## config.mk

```make
export PLATFORM = sky130hd
export DESIGN_NAME = cdbus
export DESIGN_NICKNAME = d
export VERILOG_FILES = /design/src/design/cdbus_pkg.sv /design/src/design/cd_csr.sv /design/src/design/cd_frame_ram.sv /design/src/design/cd_rx_bytes.sv /design/src/design/cd_rx_des.sv /design/src/design/cd_tx_bytes.sv /design/src/design/cd_tx_ser.sv /design/src/design/cdbus.sv
export SDC_FILE = /design/constraint.sdc
export NUM_CORES = 2
export LEC_CHECK = 0
export BUFFER_PORTS_ARGS = -buffer_cell sky130_fd_sc_hd__buf_2
export CAP_MARGIN = 20
export CORE_MARGIN = 2
export CORE_UTILIZATION = 47
export CTS_BUF_LIST = sky130_fd_sc_hd__clkbuf_4 sky130_fd_sc_hd__clkbuf_8 sky130_fd_sc_hd__clkbuf_16
export DETAILED_ROUTE_END_ITERATION = 16
export PLACE_DENSITY = 0.74
export SYNTH_ARGS = -nofsm -noshare
export SYNTH_HDL_FRONTEND = slang
export SYNTH_MEMORY_MAX_BITS = 65536
export SYNTH_SLANG_ARGS = --single-unit
```

## constraint.sdc

```tcl
create_clock -name clk -period 6.65 [get_ports clk]
set_input_delay 0.665 -clock clk [delete_from_list [all_inputs] [get_ports clk]]
set_output_delay 0.665 -clock clk [all_outputs]
set_load 0.01 [all_outputs]
```

## src/design/cdbus_pkg.sv

```systemverilog
/*
 * Shared CDBUS definitions:
 *   buffer address type, transmit and receive byte structs,
 *   register address map, serializer credit depth and the
 *   CRC-16 (MODBUS) byte step.
 */
package cdbus_pkg;

    typedef logic [7:0] buf_addr_t;

    typedef struct packed {
        logic [7:0] data;
        logic       last;       // high on the CRC high byte
    } frame_byte_t;

    typedef struct packed {
        logic [7:0] data;
        logic       frame_end;  // idle seen, data is not meaningful
    } rx_byte_t;

    typedef enum logic [3:0] {
        ADDR_FILTER   = 4'd1,
        ADDR_TX_DATA  = 4'd2,
        ADDR_RX_DATA  = 4'd3,
        ADDR_CTRL     = 4'd4,
        ADDR_STATUS   = 4'd5,
        ADDR_INT_MASK = 4'd6
    } csr_addr_e;

    localparam int TX_CREDITS = 2;

    // reflected polynomial A001, one byte per call
    function automatic logic [15:0] crc16_step(input logic [15:0] crc, input logic [7:0] data);
        logic [15:0] c;
        c = crc ^ {8'h00, data};
        for (int i = 0; i < 8; i++) begin
            c = c[0] ? ((c >> 1) ^ 16'hA001) : (c >> 1);
        end
        return c;
    endfunction

endpackage

```

## src/design/cd_csr.sv

```systemverilog
/*
 * Host register block:
 *   address decode, filter and interrupt mask registers,
 *   transmit buffer write pointer, receive buffer read pointer,
 *   sticky error flags, status word and registered irq.
 */
`timescale 1ns/1ps

module cd_csr (
    input  logic                 clk,
    input  logic                 arst_n,
    input  cdbus_pkg::csr_addr_e csr_address,
    input  logic                 csr_read,
    input  logic                 csr_write,
    input  logic [7:0]           csr_writedata,
    output logic [7:0]           csr_readdata,
    output logic                 irq,
    output logic [7:0]           filter,
    output logic                 tx_wr_en,
    output cdbus_pkg::buf_addr_t tx_wr_addr,
    output logic [7:0]           tx_wr_byte,
    output logic                 tx_commit,
    input  logic                 tx_full,
    output cdbus_pkg::buf_addr_t rx_rd_addr,
    output logic                 rx_release,
    input  logic [7:0]           rx_rd_byte,
    input  logic                 rx_full,
    input  logic                 rx_crc_err,
    input  logic                 rx_lost
);
    import cdbus_pkg::*;

    buf_addr_t  tx_ptr;
    buf_addr_t  rx_ptr;
    logic [7:0] int_mask;
    logic [7:0] rd_reg;
    logic       rd_sel_rx;
    logic       err_flag;
    logic       lost_flag;
    logic       rx_pop;
    logic       ctrl_wr;
    logic       clr_err;
    logic [7:0] status;

    assign status     = {4'd0, lost_flag, err_flag, tx_full, rx_full};
    assign ctrl_wr    = csr_write && csr_address == ADDR_CTRL;
    assign rx_pop     = csr_read && csr_address == ADDR_RX_DATA;
    assign tx_wr_en   = csr_write && csr_address == ADDR_TX_DATA && !tx_full;
    assign tx_wr_addr = tx_ptr;
    assign tx_wr_byte = csr_writedata;
    assign tx_commit  = ctrl_wr && csr_writedata[0] && !tx_full;  // pointer value is the length
    assign rx_release = ctrl_wr && csr_writedata[1];
    assign clr_err    = ctrl_wr && csr_writedata[2];

    // between pops the RAM keeps presenting the byte just popped
    assign rx_rd_addr   = rx_pop ? rx_ptr : rx_ptr - 8'd1;
    assign csr_readdata = rd_sel_rx ? rx_rd_byte : rd_reg;

    always_ff @(posedge clk or negedge arst_n) begin
        if (!arst_n) begin
            tx_ptr    <= '0;
            rx_ptr    <= '0;
            filter    <= '0;
            int_mask  <= '0;
            rd_reg    <= '0;
            rd_sel_rx <= 1'b0;
            err_flag  <= 1'b0;
            lost_flag <= 1'b0;
            irq       <= 1'b0;
        end else begin
            if (tx_commit) begin
                tx_ptr <= '0;
            end else if (tx_wr_en) begin
                tx_ptr <= tx_ptr + 8'd1;
            end
            if (rx_release) begin
                rx_ptr <= '0;
            end else if (rx_pop) begin
                rx_ptr <= rx_ptr + 8'd1;
            end
            if (csr_write && csr_address == ADDR_FILTER) begin
                filter <= csr_writedata;
            end
            if (csr_write && csr_address == ADDR_INT_MASK) begin
                int_mask <= csr_writedata;
            end
            if (rx_crc_err) begin
                err_flag <= 1'b1;
            end else if (clr_err) begin
                err_flag <= 1'b0;
            end
            if (rx_lost) begin
                lost_flag <= 1'b1;
            end else if (clr_err) begin
                lost_flag <= 1'b0;
            end
            if (csr_read) begin
                rd_sel_rx <= rx_pop;
                case (csr_address)
                    ADDR_FILTER:   rd_reg <= filter;
                    ADDR_STATUS:   rd_reg <= status;
                    ADDR_INT_MASK: rd_reg <= int_mask;
                    default:       rd_reg <= 8'h00;
                endcase
            end
            irq <= |(status & int_mask);
        end
    end

endmodule

```

## src/design/cd_frame_ram.sv

```systemverilog
/*
 * One-frame byte buffer:
 *   256 x 8 storage with registered read,
 *   full flag set by commit and cleared by release, stored length.
 */
`timescale 1ns/1ps

module cd_frame_ram (
    input  logic                 clk,
    input  logic                 arst_n,
    input  logic                 wr_en,
    input  cdbus_pkg::buf_addr_t wr_addr,
    input  logic [7:0]           wr_byte,
    input  logic                 commit,
    input  cdbus_pkg::buf_addr_t wr_len,
    input  cdbus_pkg::buf_addr_t rd_addr,
    output logic [7:0]           rd_byte,
    input  logic                 release_frame,
    output logic                 full,
    output cdbus_pkg::buf_addr_t len
);
    logic [7:0] mem [256];

    always_ff @(posedge clk) begin
        if (wr_en && !full) begin
            mem[wr_addr] <= wr_byte;  // a held frame is never overwritten
        end
        rd_byte <= mem[rd_addr];
    end

    always_ff @(posedge clk or negedge arst_n) begin
        if (!arst_n) begin
            full <= 1'b0;
            len  <= '0;
        end else if (release_frame) begin
            full <= 1'b0;
        end else if (commit && !full) begin
            full <= 1'b1;
            len  <= wr_len;
        end
    end

endmodule

```

## src/design/cd_rx_bytes.sv

```systemverilog
/*
 * Receive frame assembly:
 *   byte counting and buffer writes, destination filter,
 *   CRC residue and length check, commit or error at frame end.
 */
`timescale 1ns/1ps

module cd_rx_bytes (
    input  logic                 clk,
    input  logic                 arst_n,
    input  logic [7:0]           filter,
    input  cdbus_pkg::rx_byte_t  rx_byte,
    input  logic                 rx_valid,
    output logic                 ram_wr_en,
    output cdbus_pkg::buf_addr_t ram_wr_addr,
    output logic [7:0]           ram_wr_byte,
    output logic                 ram_commit,
    output cdbus_pkg::buf_addr_t ram_wr_len,
    input  logic                 ram_full,
    output logic                 crc_err,
    output logic                 lost
);
    import cdbus_pkg::*;

    logic [8:0]  cnt;
    logic [15:0] crc;
    logic        match;
    buf_addr_t   len_field;
    logic        data_in;
    logic        frame_done;
    logic        good;

    assign data_in     = rx_valid && !rx_byte.frame_end;
    assign frame_done  = rx_valid && rx_byte.frame_end;
    assign ram_wr_en   = data_in && !cnt[8];
    assign ram_wr_addr = cnt[7:0];
    assign ram_wr_byte = rx_byte.data;
    // header of three, data, then two CRC bytes
    assign good = crc == 16'h0000 && cnt == {1'b0, len_field} + 9'd5;

    always_ff @(posedge clk or negedge arst_n) begin
        if (!arst_n) begin
            cnt        <= '0;
            crc        <= 16'hFFFF;
            match      <= 1'b0;
            len_field  <= '0;
            ram_commit <= 1'b0;
            ram_wr_len <= '0;
            crc_err    <= 1'b0;
            lost       <= 1'b0;
        end else begin
            ram_commit <= 1'b0;
            crc_err    <= 1'b0;
            lost       <= 1'b0;
            if (data_in) begin
                cnt <= (cnt == 9'h1FF) ? cnt : cnt + 9'd1;
                crc <= crc16_step(crc, rx_byte.data);
                if (cnt == 9'd1) begin
                    match <= rx_byte.data == filter || rx_byte.data == 8'hFF;
                end
                if (cnt == 9'd2) begin
                    len_field <= rx_byte.data;
                end
            end else if (frame_done) begin
                cnt   <= '0;
                crc   <= 16'hFFFF;
                match <= 1'b0;
                if (match && good) begin
                    ram_commit <= !ram_full;
                    lost       <= ram_full;
                    ram_wr_len <= len_field + 8'd3;
                end else if (match) begin
                    crc_err <= 1'b1;  // frames for other nodes are dropped silently
                end
            end
        end
    end

endmodule

```

## src/design/cd_rx_des.sv

```systemverilog
/*
 * Receive deserializer:
 *   two-stage input synchronizer, start-bit detection,
 *   mid-bit sampling with stop-bit check, idle frame-end detection.
 */
`timescale 1ns/1ps

module cd_rx_des #(
    parameter int DIV       = 8,
    parameter int IDLE_BITS = 2
) (
    input  logic                clk,
    input  logic                arst_n,
    input  logic                rx,
    output cdbus_pkg::rx_byte_t rx_byte,
    output logic                rx_valid
);
    localparam int TW   = $clog2(DIV);
    localparam int IDLE = IDLE_BITS * DIV;
    localparam int IW   = $clog2(IDLE + 1);

    logic [1:0]    rx_sync;
    logic          rx_in;
    logic          rx_prev;
    logic          busy;
    logic [TW-1:0] tim;
    logic [3:0]    bit_cnt;
    logic [7:0]    shift;
    logic          sample;
    logic          stop_ok;
    logic [IW-1:0] idle_cnt;
    logic          in_frame;
    logic          idle_hit;

    assign rx_in    = rx_sync[1];
    assign sample   = busy && tim == TW'(DIV / 2);
    assign stop_ok  = sample && bit_cnt == 4'd9 && rx_in;
    assign idle_hit = in_frame && !busy && idle_cnt == IW'(IDLE);

    always_ff @(posedge clk) begin
        if (sample && bit_cnt != 4'd0 && bit_cnt != 4'd9) begin
            shift <= {rx_in, shift[7:1]};  // lsb arrives first
        end
        if (stop_ok) begin
            rx_byte <= '{data: shift, frame_end: 1'b0};
        end else if (idle_hit) begin
            rx_byte <= '{data: 8'h00, frame_end: 1'b1};
        end
    end

    always_ff @(posedge clk or negedge arst_n) begin
        if (!arst_n) begin
            rx_sync  <= 2'b11;
            rx_prev  <= 1'b1;
            busy     <= 1'b0;
            tim      <= '0;
            bit_cnt  <= '0;
            idle_cnt <= '0;
            in_frame <= 1'b0;
            rx_valid <= 1'b0;
        end else begin
            rx_sync  <= {rx_sync[0], rx};
            rx_prev  <= rx_in;
            rx_valid <= stop_ok || idle_hit;
            if (stop_ok) begin
                in_frame <= 1'b1;
            end else if (idle_hit) begin
                in_frame <= 1'b0;  // one frame_end per frame
            end
            if (busy || !rx_in) begin
                idle_cnt <= '0;
            end else if (idle_cnt != IW'(IDLE)) begin
                idle_cnt <= idle_cnt + 1'b1;
            end
            if (!busy) begin
                if (rx_prev && !rx_in) begin
                    busy    <= 1'b1;
                    tim     <= TW'(1);
                    bit_cnt <= '0;
                end
            end else begin
                tim <= (tim == TW'(DIV - 1)) ? '0 : tim + 1'b1;
                if (sample) begin
                    bit_cnt <= bit_cnt + 4'd1;
                    if ((bit_cnt == 4'd0 && rx_in) || bit_cnt == 4'd9) begin
                        busy <= 1'b0;  // false start or byte done
                    end
                end
            end
        end
    end

endmodule

```

## src/design/cd_tx_bytes.sv

```systemverilog
/*
 * Transmit byte feeder:
 *   walks the transmit buffer, folds each byte into the CRC,
 *   appends CRC low and high bytes and hands bytes to the
 *   serializer under a credit count.
 */
`timescale 1ns/1ps

module cd_tx_bytes (
    input  logic                   clk,
    input  logic                   arst_n,
    input  logic                   ram_full,
    input  cdbus_pkg::buf_addr_t   ram_len,
    input  logic [7:0]             ram_rd_byte,
    output cdbus_pkg::buf_addr_t   ram_rd_addr,
    output logic                   ram_release,
    output cdbus_pkg::frame_byte_t ser_byte,
    output logic                   ser_valid,
    input  logic                   credit_return
);
    import cdbus_pkg::*;

    typedef enum logic [2:0] {ST_IDLE, ST_FETCH, ST_DATA, ST_CRC_LO, ST_CRC_HI} state_e;

    state_e      state;
    buf_addr_t   idx;
    logic [15:0] crc;
    logic [1:0]  credits;
    logic        sending;

    assign sending     = state == ST_DATA || state == ST_CRC_LO || state == ST_CRC_HI;
    assign ser_valid   = sending && credits != 2'd0;
    assign ram_rd_addr = idx;
    assign ram_release = ser_valid && state == ST_CRC_HI;  // frees the buffer as idle is entered

    always_comb begin
        ser_byte.last = state == ST_CRC_HI;
        case (state)
            ST_CRC_LO: ser_byte.data = crc[7:0];
            ST_CRC_HI: ser_byte.data = crc[15:8];
            default:   ser_byte.data = ram_rd_byte;
        endcase
    end

    always_ff @(posedge clk or negedge arst_n) begin
        if (!arst_n) begin
            state   <= ST_IDLE;
            idx     <= '0;
            crc     <= 16'hFFFF;
            credits <= 2'(TX_CREDITS);
        end else begin
            case ({ser_valid, credit_return})
                2'b10:   credits <= credits - 2'd1;
                2'b01:   credits <= credits + 2'd1;
                default: credits <= credits;
            endcase
            case (state)
                ST_IDLE: begin
                    idx <= '0;
                    crc <= 16'hFFFF;
                    if (ram_full) begin
                        state <= (ram_len == 8'd0) ? ST_CRC_LO : ST_FETCH;
                    end
                end
                ST_FETCH: state <= ST_DATA;  // one cycle of RAM read latency
                ST_DATA: if (ser_valid) begin
                    crc   <= crc16_step(crc, ram_rd_byte);
                    idx   <= idx + 8'd1;
                    state <= (idx + 8'd1 == ram_len) ? ST_CRC_LO : ST_FETCH;
                end
                ST_CRC_LO: if (ser_valid) begin
                    state <= ST_CRC_HI;
                end
                ST_CRC_HI: if (ser_valid) begin
                    state <= ST_IDLE;
                end
                default: state <= ST_IDLE;
            endcase
        end
    end

endmodule

```

## src/design/cd_tx_ser.sv

```systemverilog
/*
 * Transmit serializer:
 *   two-entry byte queue returning one credit per pop,
 *   bit timer, ten-bit start/data/stop shifter and tx_en.
 */
`timescale 1ns/1ps

module cd_tx_ser #(
    parameter int DIV = 8
) (
    input  logic                   clk,
    input  logic                   arst_n,
    input  cdbus_pkg::frame_byte_t ser_byte,
    input  logic                   ser_valid,
    output logic                   credit_return,
    output logic                   tx,
    output logic                   tx_en
);
    import cdbus_pkg::*;

    localparam int TW = $clog2(DIV);

    frame_byte_t   queue [TX_CREDITS];
    logic          wr_ptr;
    logic          rd_ptr;
    logic [1:0]    count;
    logic          busy;
    logic          cur_last;
    logic [9:0]    shift;
    logic [TW-1:0] tim;
    logic [3:0]    bit_cnt;
    logic          bit_end;
    logic          byte_end;
    logic          pop;

    assign bit_end       = busy && tim == TW'(DIV - 1);
    assign byte_end      = bit_end && bit_cnt == 4'd9;
    assign pop           = count != 2'd0 && (!busy || byte_end);  // next byte starts back to back
    assign credit_return = pop;
    assign tx            = busy ? shift[0] : 1'b1;

    always_ff @(posedge clk) begin
        if (ser_valid) begin
            queue[wr_ptr] <= ser_byte;
        end
        if (pop) begin
            shift <= {1'b1, queue[rd_ptr].data, 1'b0};
        end else if (bit_end) begin
            shift <= {1'b1, shift[9:1]};
        end
    end

    always_ff @(posedge clk or negedge arst_n) begin
        if (!arst_n) begin
            wr_ptr   <= 1'b0;
            rd_ptr   <= 1'b0;
            count    <= '0;
            busy     <= 1'b0;
            cur_last <= 1'b0;
            tim      <= '0;
            bit_cnt  <= '0;
            tx_en    <= 1'b0;
        end else begin
            wr_ptr <= wr_ptr ^ ser_valid;
            rd_ptr <= rd_ptr ^ pop;
            case ({ser_valid, pop})
                2'b10:   count <= count + 2'd1;
                2'b01:   count <= count - 2'd1;
                default: count <= count;
            endcase
            if (pop) begin
                busy     <= 1'b1;
                cur_last <= queue[rd_ptr].last;
                tim      <= '0;
                bit_cnt  <= '0;
                tx_en    <= 1'b1;
            end else if (byte_end) begin
                busy <= 1'b0;
                if (cur_last) begin
                    tx_en <= 1'b0;  // end of the final stop bit
                end
            end else if (bit_end) begin
                tim     <= '0;
                bit_cnt <= bit_cnt + 4'd1;
            end else if (busy) begin
                tim <= tim + 1'b1;
            end
        end
    end

endmodule

```

## src/design/cdbus.sv

```systemverilog
/*
 * CDBUS controller top level:
 *   register block, transmit and receive frame buffers,
 *   transmit byte feeder and serializer, receive deserializer
 *   and frame assembly.
 */
`timescale 1ns/1ps

module cdbus #(
    parameter int DIV       = 8,
    parameter int IDLE_BITS = 2
) (
    input  logic                 clk,
    input  logic                 arst_n,
    input  cdbus_pkg::csr_addr_e csr_address,
    input  logic                 csr_read,
    input  logic                 csr_write,
    input  logic [7:0]           csr_writedata,
    output logic [7:0]           csr_readdata,
    output logic                 irq,
    input  logic                 rx,
    output logic                 tx,
    output logic                 tx_en
);
    import cdbus_pkg::*;

    logic [7:0]  filter;
    logic        tx_wr_en;
    buf_addr_t   tx_wr_addr;
    logic [7:0]  tx_wr_byte;
    logic        tx_commit;
    logic        tx_full;
    buf_addr_t   tx_len;
    buf_addr_t   tx_rd_addr;
    logic [7:0]  tx_rd_byte;
    logic        tx_release;
    frame_byte_t ser_byte;
    logic        ser_valid;
    logic        credit_return;
    rx_byte_t    rx_byte;
    logic        rx_valid;
    logic        rx_wr_en;
    buf_addr_t   rx_wr_addr;
    logic [7:0]  rx_wr_byte;
    logic        rx_commit;
    buf_addr_t   rx_wr_len;
    logic        rx_full;
    buf_addr_t   rx_rd_addr;
    logic [7:0]  rx_rd_byte;
    logic        rx_release;
    logic        rx_crc_err;
    logic        rx_lost;

    cd_csr cd_csr_i (
        .clk, .arst_n, .csr_address, .csr_read, .csr_write, .csr_writedata, .csr_readdata,
        .irq, .filter, .tx_wr_en, .tx_wr_addr, .tx_wr_byte, .tx_commit, .tx_full,
        .rx_rd_addr, .rx_release, .rx_rd_byte, .rx_full, .rx_crc_err, .rx_lost
    );

    // tx_ram length is the write pointer at the start command
    cd_frame_ram tx_ram (
        .clk, .arst_n, .wr_en(tx_wr_en), .wr_addr(tx_wr_addr), .wr_byte(tx_wr_byte),
        .commit(tx_commit), .wr_len(tx_wr_addr), .rd_addr(tx_rd_addr), .rd_byte(tx_rd_byte),
        .release_frame(tx_release), .full(tx_full), .len(tx_len)
    );

    cd_frame_ram rx_ram (
        .clk, .arst_n, .wr_en(rx_wr_en), .wr_addr(rx_wr_addr), .wr_byte(rx_wr_byte),
        .commit(rx_commit), .wr_len(rx_wr_len), .rd_addr(rx_rd_addr), .rd_byte(rx_rd_byte),
        .release_frame(rx_release), .full(rx_full), .len()
    );

    cd_tx_bytes cd_tx_bytes_i (
        .clk, .arst_n, .ram_full(tx_full), .ram_len(tx_len), .ram_rd_byte(tx_rd_byte),
        .ram_rd_addr(tx_rd_addr), .ram_release(tx_release),
        .ser_byte, .ser_valid, .credit_return
    );

    cd_tx_ser #(.DIV(DIV)) cd_tx_ser_i (
        .clk, .arst_n, .ser_byte, .ser_valid, .credit_return, .tx, .tx_en
    );

    cd_rx_des #(.DIV(DIV), .IDLE_BITS(IDLE_BITS)) cd_rx_des_i (
        .clk, .arst_n, .rx, .rx_byte, .rx_valid
    );

    cd_rx_bytes cd_rx_bytes_i (
        .clk, .arst_n, .filter, .rx_byte, .rx_valid,
        .ram_wr_en(rx_wr_en), .ram_wr_addr(rx_wr_addr), .ram_wr_byte(rx_wr_byte),
        .ram_commit(rx_commit), .ram_wr_len(rx_wr_len), .ram_full(rx_full),
        .crc_err(rx_crc_err), .lost(rx_lost)
    );

endmodule

```

After elaboration in Yosys (flattened, before gate mapping)
Memory sizes are Yosys's and may differ from the RTL's. A register that Yosys moved wholly into a read port is not among the register bits.
Index checks and enable logic that the tools add are counted.
{"block": "op_classes", "addsub": 15, "n_mul": 0, "div_mod_pow": 0, "order_cmp": 0, "n_eq_ne": 35, "shifts": 0, "n_mux": 99, "bitwise_logic": 22, "reduce_logical": 81}
{"cell": "$mux 16", "count": 19}
{"cell": "$mux 9", "count": 7}
{"cell": "$mux 8", "count": 7}
{"cell": "$not 2->3", "count": 16}
{"cell": "$mux 1", "count": 38}
{"cell": "$reduce_bool 2->1", "count": 17}
{"cell": "$logic_and 1x1->1", "count": 33}
{"cell": "$mux 3", "count": 11}
{"cell": "$pmux 16 s2", "count": 1}
{"cell": "$pmux 8 s2", "count": 2}
{"cell": "$xor 16x8->16", "count": 2}
{"cell": "$add 8x1->8 const B", "count": 3}
{"cell": "$mux 4", "count": 6}
{"cell": "$pmux 8 s3", "count": 1}
{"cell": "$reduce_and 2->1", "count": 9}
{"cell": "$eq 8x8->1", "count": 2}
{"cell": "$logic_not 16->1", "count": 1}
{"cell": "$pmux 3 s5", "count": 1}
{"cell": "$eq 3x3->1 const B", "count": 4}
{"cell": "$eq 4x3->1 const B", "count": 3}
{"cell": "$ne 2x2->1 const B", "count": 6}
{"cell": "$mux 5", "count": 2}
{"cell": "$add 8x3->9 const B", "count": 1}
{"cell": "$add 9x1->9 const B", "count": 1}
{"cell": "36 further kinds", "count": 59}
{"block": "totals", "register_bits": 178, "latchBits": 0, "mem_bits_rw": 4114, "mem_bits_ro": 0, "in_bits": 17, "output_inout_bits": 11, "wordCells": 299, "memories": 3}
{"memory": "rx_ram.mem", "depth": 256, "width": 8, "rd": 1, "rd_ports_with_merged_regs": 1, "write_ports": 1, "line_no": "cd_frame_ram.sv:22", "source": "logic [7:0] mem [256];"}
{"memory": "tx_ram.mem", "depth": 256, "width": 8, "rd": 1, "rd_ports_with_merged_regs": 1, "write_ports": 1, "line_no": "cd_frame_ram.sv:22"}
{"memory": "cd_tx_ser_i.queue", "depth": 2, "width": 9, "rd": 1, "rd_ports_with_merged_regs": 0, "write_ports": 1, "line_no": "cd_tx_ser.sv:23", "source": "frame_byte_t queue [TX_CREDITS];"}

Longest topological paths before layout
{"block": "depth", "ltp_word": 19, "depth_mapped": 21, "mapped_depth_nobuf": 11}

By module
From an unflattened synthesis, not the netlist that was laid out.
{"block": "unflattened", "hier_cells": 8647, "hier_area_um2": 170559.8}
{"module": "cd_frame_ram", "n_inst": 2, "cells_per_inst": 3833, "area_per_inst_um2": 80018.0, "seq_area_each_um2": 61884.4}
{"module": "cd_rx_bytes", "n_inst": 1, "cells_per_inst": 268, "area_per_inst_um2": 2753.9, "seq_area_each_um2": 1146.1}
{"module": "cd_csr", "n_inst": 1, "cells_per_inst": 231, "area_per_inst_um2": 2362.3, "seq_area_each_um2": 1101.1}
{"module": "cd_tx_bytes", "n_inst": 1, "cells_per_inst": 218, "area_per_inst_um2": 2006.9, "seq_area_each_um2": 747.0}
{"module": "cd_tx_ser", "n_inst": 1, "cells_per_inst": 155, "area_per_inst_um2": 1938.1, "seq_area_each_um2": 1151.1}
{"module": "cd_rx_des", "n_inst": 1, "cells_per_inst": 109, "area_per_inst_um2": 1462.7, "seq_area_each_um2": 954.7}

Worst setup path before layout
OpenSTA, ideal clock, no wires.
{"block": "synth_timing", "path_type": "register -> register", "startpoint": "reg, netlist name cd_rx_des_i.rx_byte[2]", "endpoint": "reg cd_rx_bytes_i.crc[0]", "setup_ns": 0.061, "arrival_time_ns": 5.011, "required_ns": 6.589, "setup_slack_ns": 1.579, "path_stages_with_launch": 8, "n_path_buf": 0, "period_less_slack_ns": 5.071, "path_cell_list": "edfxtp_1 xnor2_1 xnor2_1 xnor2_1 xnor2_1 xnor2_1 xnor2_1 o22a_1"}
{"block": "synth_between", "elab_chain_len": 11}
{"element": "$xor 16x8->16 (*)", "line_no": "cdbus_pkg.sv:35", "source": "c = crc ^ {8'h00, data};"}
{"element": "$not 2->3 (no source line)"}
{"element": "$mux 16 (*) (8 in series)", "line_no": "cdbus_pkg.sv:37", "source": "c = c[0] ? ((c >> 1) ^ 16'hA001) : (c >> 1);"}
{"element": "$mux 16 (*)", "line_no": "cd_rx_bytes.sv:55", "source": "if (data_in) begin"}
{"element": "end signal, assigned", "line_no": "cd_rx_bytes.sv:57", "source": "crc <= crc16_step(crc, rx_byte.data);"}
{"element": "end, declared", "line_no": "cd_rx_bytes.sv:26", "source": "logic [15:0] crc;"}
Mark *: on every way between the ends. The rest lies on a longest branch, timed or not.
A chain may end at the register's enable or synchronous reset.

Final worst setup path
{"block": "layout_timing", "startpoint": "reg cd_csr_i.rx_ptr[1]", "endpoint": "reg rx_ram.rd_byte[5] (read register of rx_ram.mem)"}
{"block": "layout_between", "elab_chain_len": 2}
{"element": "start, declared", "line_no": "cd_csr.sv:34", "source": "buf_addr_t rx_ptr;"}
{"element": "start signal, assigned", "line_no": "cd_csr.sv:79", "source": "rx_ptr <= rx_ptr + 8'd1;"}
{"element": "$sub 8x1->8", "line_no": "cd_csr.sv:56", "source": "assign rx_rd_addr = rx_pop ? rx_ptr : rx_ptr - 8'd1;"}
{"element": "$mux 8 (*)", "line_no": "cd_csr.sv:56"}
{"element": "end, declared", "line_no": "cd_frame_ram.sv:17", "source": "output logic [7:0] rd_byte,"}
Marked as above.

==> out/metrics.yaml <==
timing:
  timing.slew.headroom_pct: 7.60
  slew_violations: 0
  holdWs_ns: 0.119
  max_slew.worst_pin.slew_ns: 1.37
  finalHoldViolCount: 0
  setup_violations: 0
  fin_worst_skew_ns: 0.0949
  layout_worst_path_cycle_share_pct: 88.9
  maxClockFrequency_mhz: 169
  setup_tns_ns: 0
  timing.final.ws_setup_ns: 0.736
  grt_setup_unrepaired: "false"
  fin_crit_ns: 5.91
clock_network:
  cts.repair.resized: 0
  cts_tree: "built"
  clk-insertion-delay-late_ns: 1.01
  clkSlewWorstSetupHoldPaths_ns: 0.07
  cts_made_buffers: 424
  cts_max_level: 5
  clockBufferDepth: 4
  postCtsSetupRepairBufs: 0
  clk_root_buffer_cell: "sky130_fd_sc_hd__clkbuf_16"
  cts_num_sinks: 4308
synth:
  synth_fp_nets: 11500
  mappedNetlistArea_sq_mm: 0.185
  post_synth_num_cell_types: 100
  netlist_instances: 11500
  synthArstFlopShare_pct: 3.53
  seq_area_frac_synth_pct: 69.6
  synth.yosys.warnings: 0
  synth_enable_flop_cells: 4138
  synth_area_per_cell_sq_um: 16.1
  ys_seq_elements: 4308
  yosys_most_used_dff: "sky130_fd_sc_hd__edfxtp_1"
final_layout:
  layout.cells.non_filler: 16900
  final_nets: 11300
  finish.utilization_pct: 52.0
  mostFrequentLayoutCells: "sky130_fd_sc_hd__edfxtp_1 (4138), sky130_fd_sc_hd__mux2i_1 (880), sky130_fd_sc_hd__nand2_1 (698), sky130_fd_sc_hd__mux4_2 (653), sky130_fd_sc_hd__nor2_1 (641)"
  area.growth.synth_to_final_pct: 10.4
  filler_cell_count: 30200
  final_common_cell: "sky130_fd_sc_hd__edfxtp_1"
  largestRegisters: "rx_ram.mem: 2048 flops, tx_ram.mem: 2048 flops, cd_tx_ser_i.queue: 18 flops"
  drive_above_1_share_pct: 16.5
flow_run:
  max_cap_violations: 0
global_route:
  globalRoute.totalOverflow: 0
  antenna_violations_before_repair: 21
  grt_first_pass_wirelength_microns: 724000
  maximum_number_of_pins_on_one_net_before_global_route_repair: 194
  grt_pass1_vias: 109000
  global_route.usage.total_pct: 24.2
setup_path:
  crit_path_end_kind: "flip-flop"
  critical_path_required_ns: 7.57
  worst_r2r_endpoint: "rx_ram.rd_byte[5]"
  crit_path_start_kind: "flip-flop"
  critPathArrivalTime_ns: 6.84
  criticalPathCategory: "reg2reg"
  worstRegToRegCells: 12
  crit_path_max_fanout: 108
  timing.rr.start: "cd_csr_i.rx_ptr[1]"
  reg2reg_setup_slack_ns: 0.74
power_and_ir_drop:
  share_of_total_power_in_combinational_logic_pct: 17.4
  vdd_drop_max_mv: 0.406
  power-per-cell-area_mw_per_mm2: 319
  clkPwrFrac_pct: 36.8
  power_report.internal_total_uw: 46900
  power.sequential.fraction_pct: 45.8
  sw_frac_of_total_pct: 28.0
  power.switching_uw: 18200
  p_leak_uw: 0.0547
routing:
  avgViaCountPerCell: 6.64
  vias: 112000
  postRouteWirelength_microns: 496000
  drtIter0Drc: 15400
  drt_pass1_iterations: 9
  postRouteAntennaNets: 0
  drcViolationCount: 0
  routed_wire_length_per_instance_microns: 29.4
placement:
  place.detailed.hpwl_microns: 294000
  place_worst_setup_slack_ns: 0.965
  place_inst: 16100
  routabilityCongestion: 0.921
  port_buffers: 27
floorplan:
  core.rowCount: 230
  die_h_microns: 631
  die_span_x_microns: 631
  floorplan.initialDensity_pct: 47.1
  io_pins: 28
  dieArea_sq_mm: 0.398
  fp.coreArea_sq_mm: 0.392
worst_hold_path:
  hold_path_startpoint: "csr_writedata[0]"
  hp-class: "in2reg"
  min_delay_path_depth: 1
  timing.hold.worst_endpoint: "tx_ram.mem[217][0]"
outcome:
  outcome: "finished clean"
## how the worst max path moves through the flow
stage,from,endpoint,slack (ns),depth (start not counted)
finish,cd_csr_i.rx_ptr[1],rx_ram.rd_byte[5],0.74,12
global route,cd_csr_i.rx_ptr[0],rx_ram.rd_byte[7],0.78,12
global placement,csr_read,rx_ram.rd_byte[3],0.67,11
floorplan,cd_rx_des_i.rx_byte[2],cd_rx_bytes_i.crc[0],1.58,7
detailed placement,csr_read,rx_ram.rd_byte[7],0.97,11
CTS,cd_csr_i.rx_ptr[0],rx_ram.rd_byte[7],1.07,12
## cell type report
type / instances / area, sq um / share of cell area (%)
antenna: 21 / 52.6 / 0.0258
clock buffer: 520 / 11500 / 5.64
clock inverter: 246 / 2260 / 1.11
inverter: 27 / 109 / 0.0534
multi-input combinational: 6253 / 52100 / 25.6
sequential: 4308 / 128000 / 63.0
tap: 5220 / 6530 / 3.20
timing repair buffer: 277 / 2780 / 1.36
## layer usage
| metal | track usage [%] | vias up | share of wire, % |
|---|---|---|---|
| li1 | - | 46200 | - |
| met4 | 11.5 | 6 | 5.3 |
| met1 | 32.3 | 56900 | 37 |
| met3 | 5.34 | 1357 | 12 |
| met2 | 37.9 | 7577 | 46 |
| met5 | 0 | - | 0.0087 |
## repair_timing
item | 4_1_cts | 5_1_grt
hold buffers | 2 | 0
endpoints found under the setup margin | 0 | 0
hold endpoints to repair | 59 | 0
## worst max-delay path, stage by stage, from the launching register on
cell,delay [ns]
sky130_fd_sc_hd__dfrtp_4,0.77
sky130_fd_sc_hd__inv_1,0.19
sky130_fd_sc_hd__ha_4,0.58
sky130_fd_sc_hd__clkinv_1,0.65
sky130_fd_sc_hd__o21ai_4,0.61
sky130_fd_sc_hd__buf_12,0.47
sky130_fd_sc_hd__o221ai_1,0.21
sky130_fd_sc_hd__o21ai_0,0.14
sky130_fd_sc_hd__nand3_1,0.14
sky130_fd_sc_hd__nand3_1,0.15
sky130_fd_sc_hd__a41oi_1,0.29
sky130_fd_sc_hd__nor4_1,1.21
sky130_fd_sc_hd__and4b_1,0.31
## per-stage QoR
stage | power, uW | instance area, sq um
finish | 65000 | 204000
global route | 66600 | 204000
CTS | 64800 | 204000
detailed placement | 41300 | 190000
global placement | 41000 | 190000
floorplan | 37700 | 185000
## power groups by stage
stage | logic (uW) | registers (uW) | clock network (uW)
floorplan | 7390 | 30300 | 0
global placement | 10700 | 30400 | 0
detailed placement | 10900 | 30400 | 0
CTS | 11000 | 29800 | 24000
global route | 11700 | 29800 | 25000
finish | 11300 | 29800 | 23900
## cell families after synthesis
kind of cell | after synthesis | share of synthesized area [%]
xor gates and xnor gates | 108 | 0.527
buffers and inverters | 897 | 2.27
adders and majority gates | 28 | 0.190
and+or+nand+nor | 2055 | 4.98
DFF | 4308 | 69.6
AOI/OAI and AO/OA | 2336 | 8.52
muxes | 1726 | 13.9
## cell usage after synthesis, drive strengths merged (193+ instances only)
library cell	number	area, sq um
mux4	653	14700
mux2i	880	8810
clkbuf	309	1160
nand3	293	1470
buf	561	2920
nor2	651	2460
a211oi	228	1730
o221ai	428	3750
nand2	704	2660
mux2	193	2170
o21ai	414	2100
edfxtp	4138	124000
o22ai	477	2980
a21oi	423	2120
No activity file was read; power rests on OpenSTA's default activity.
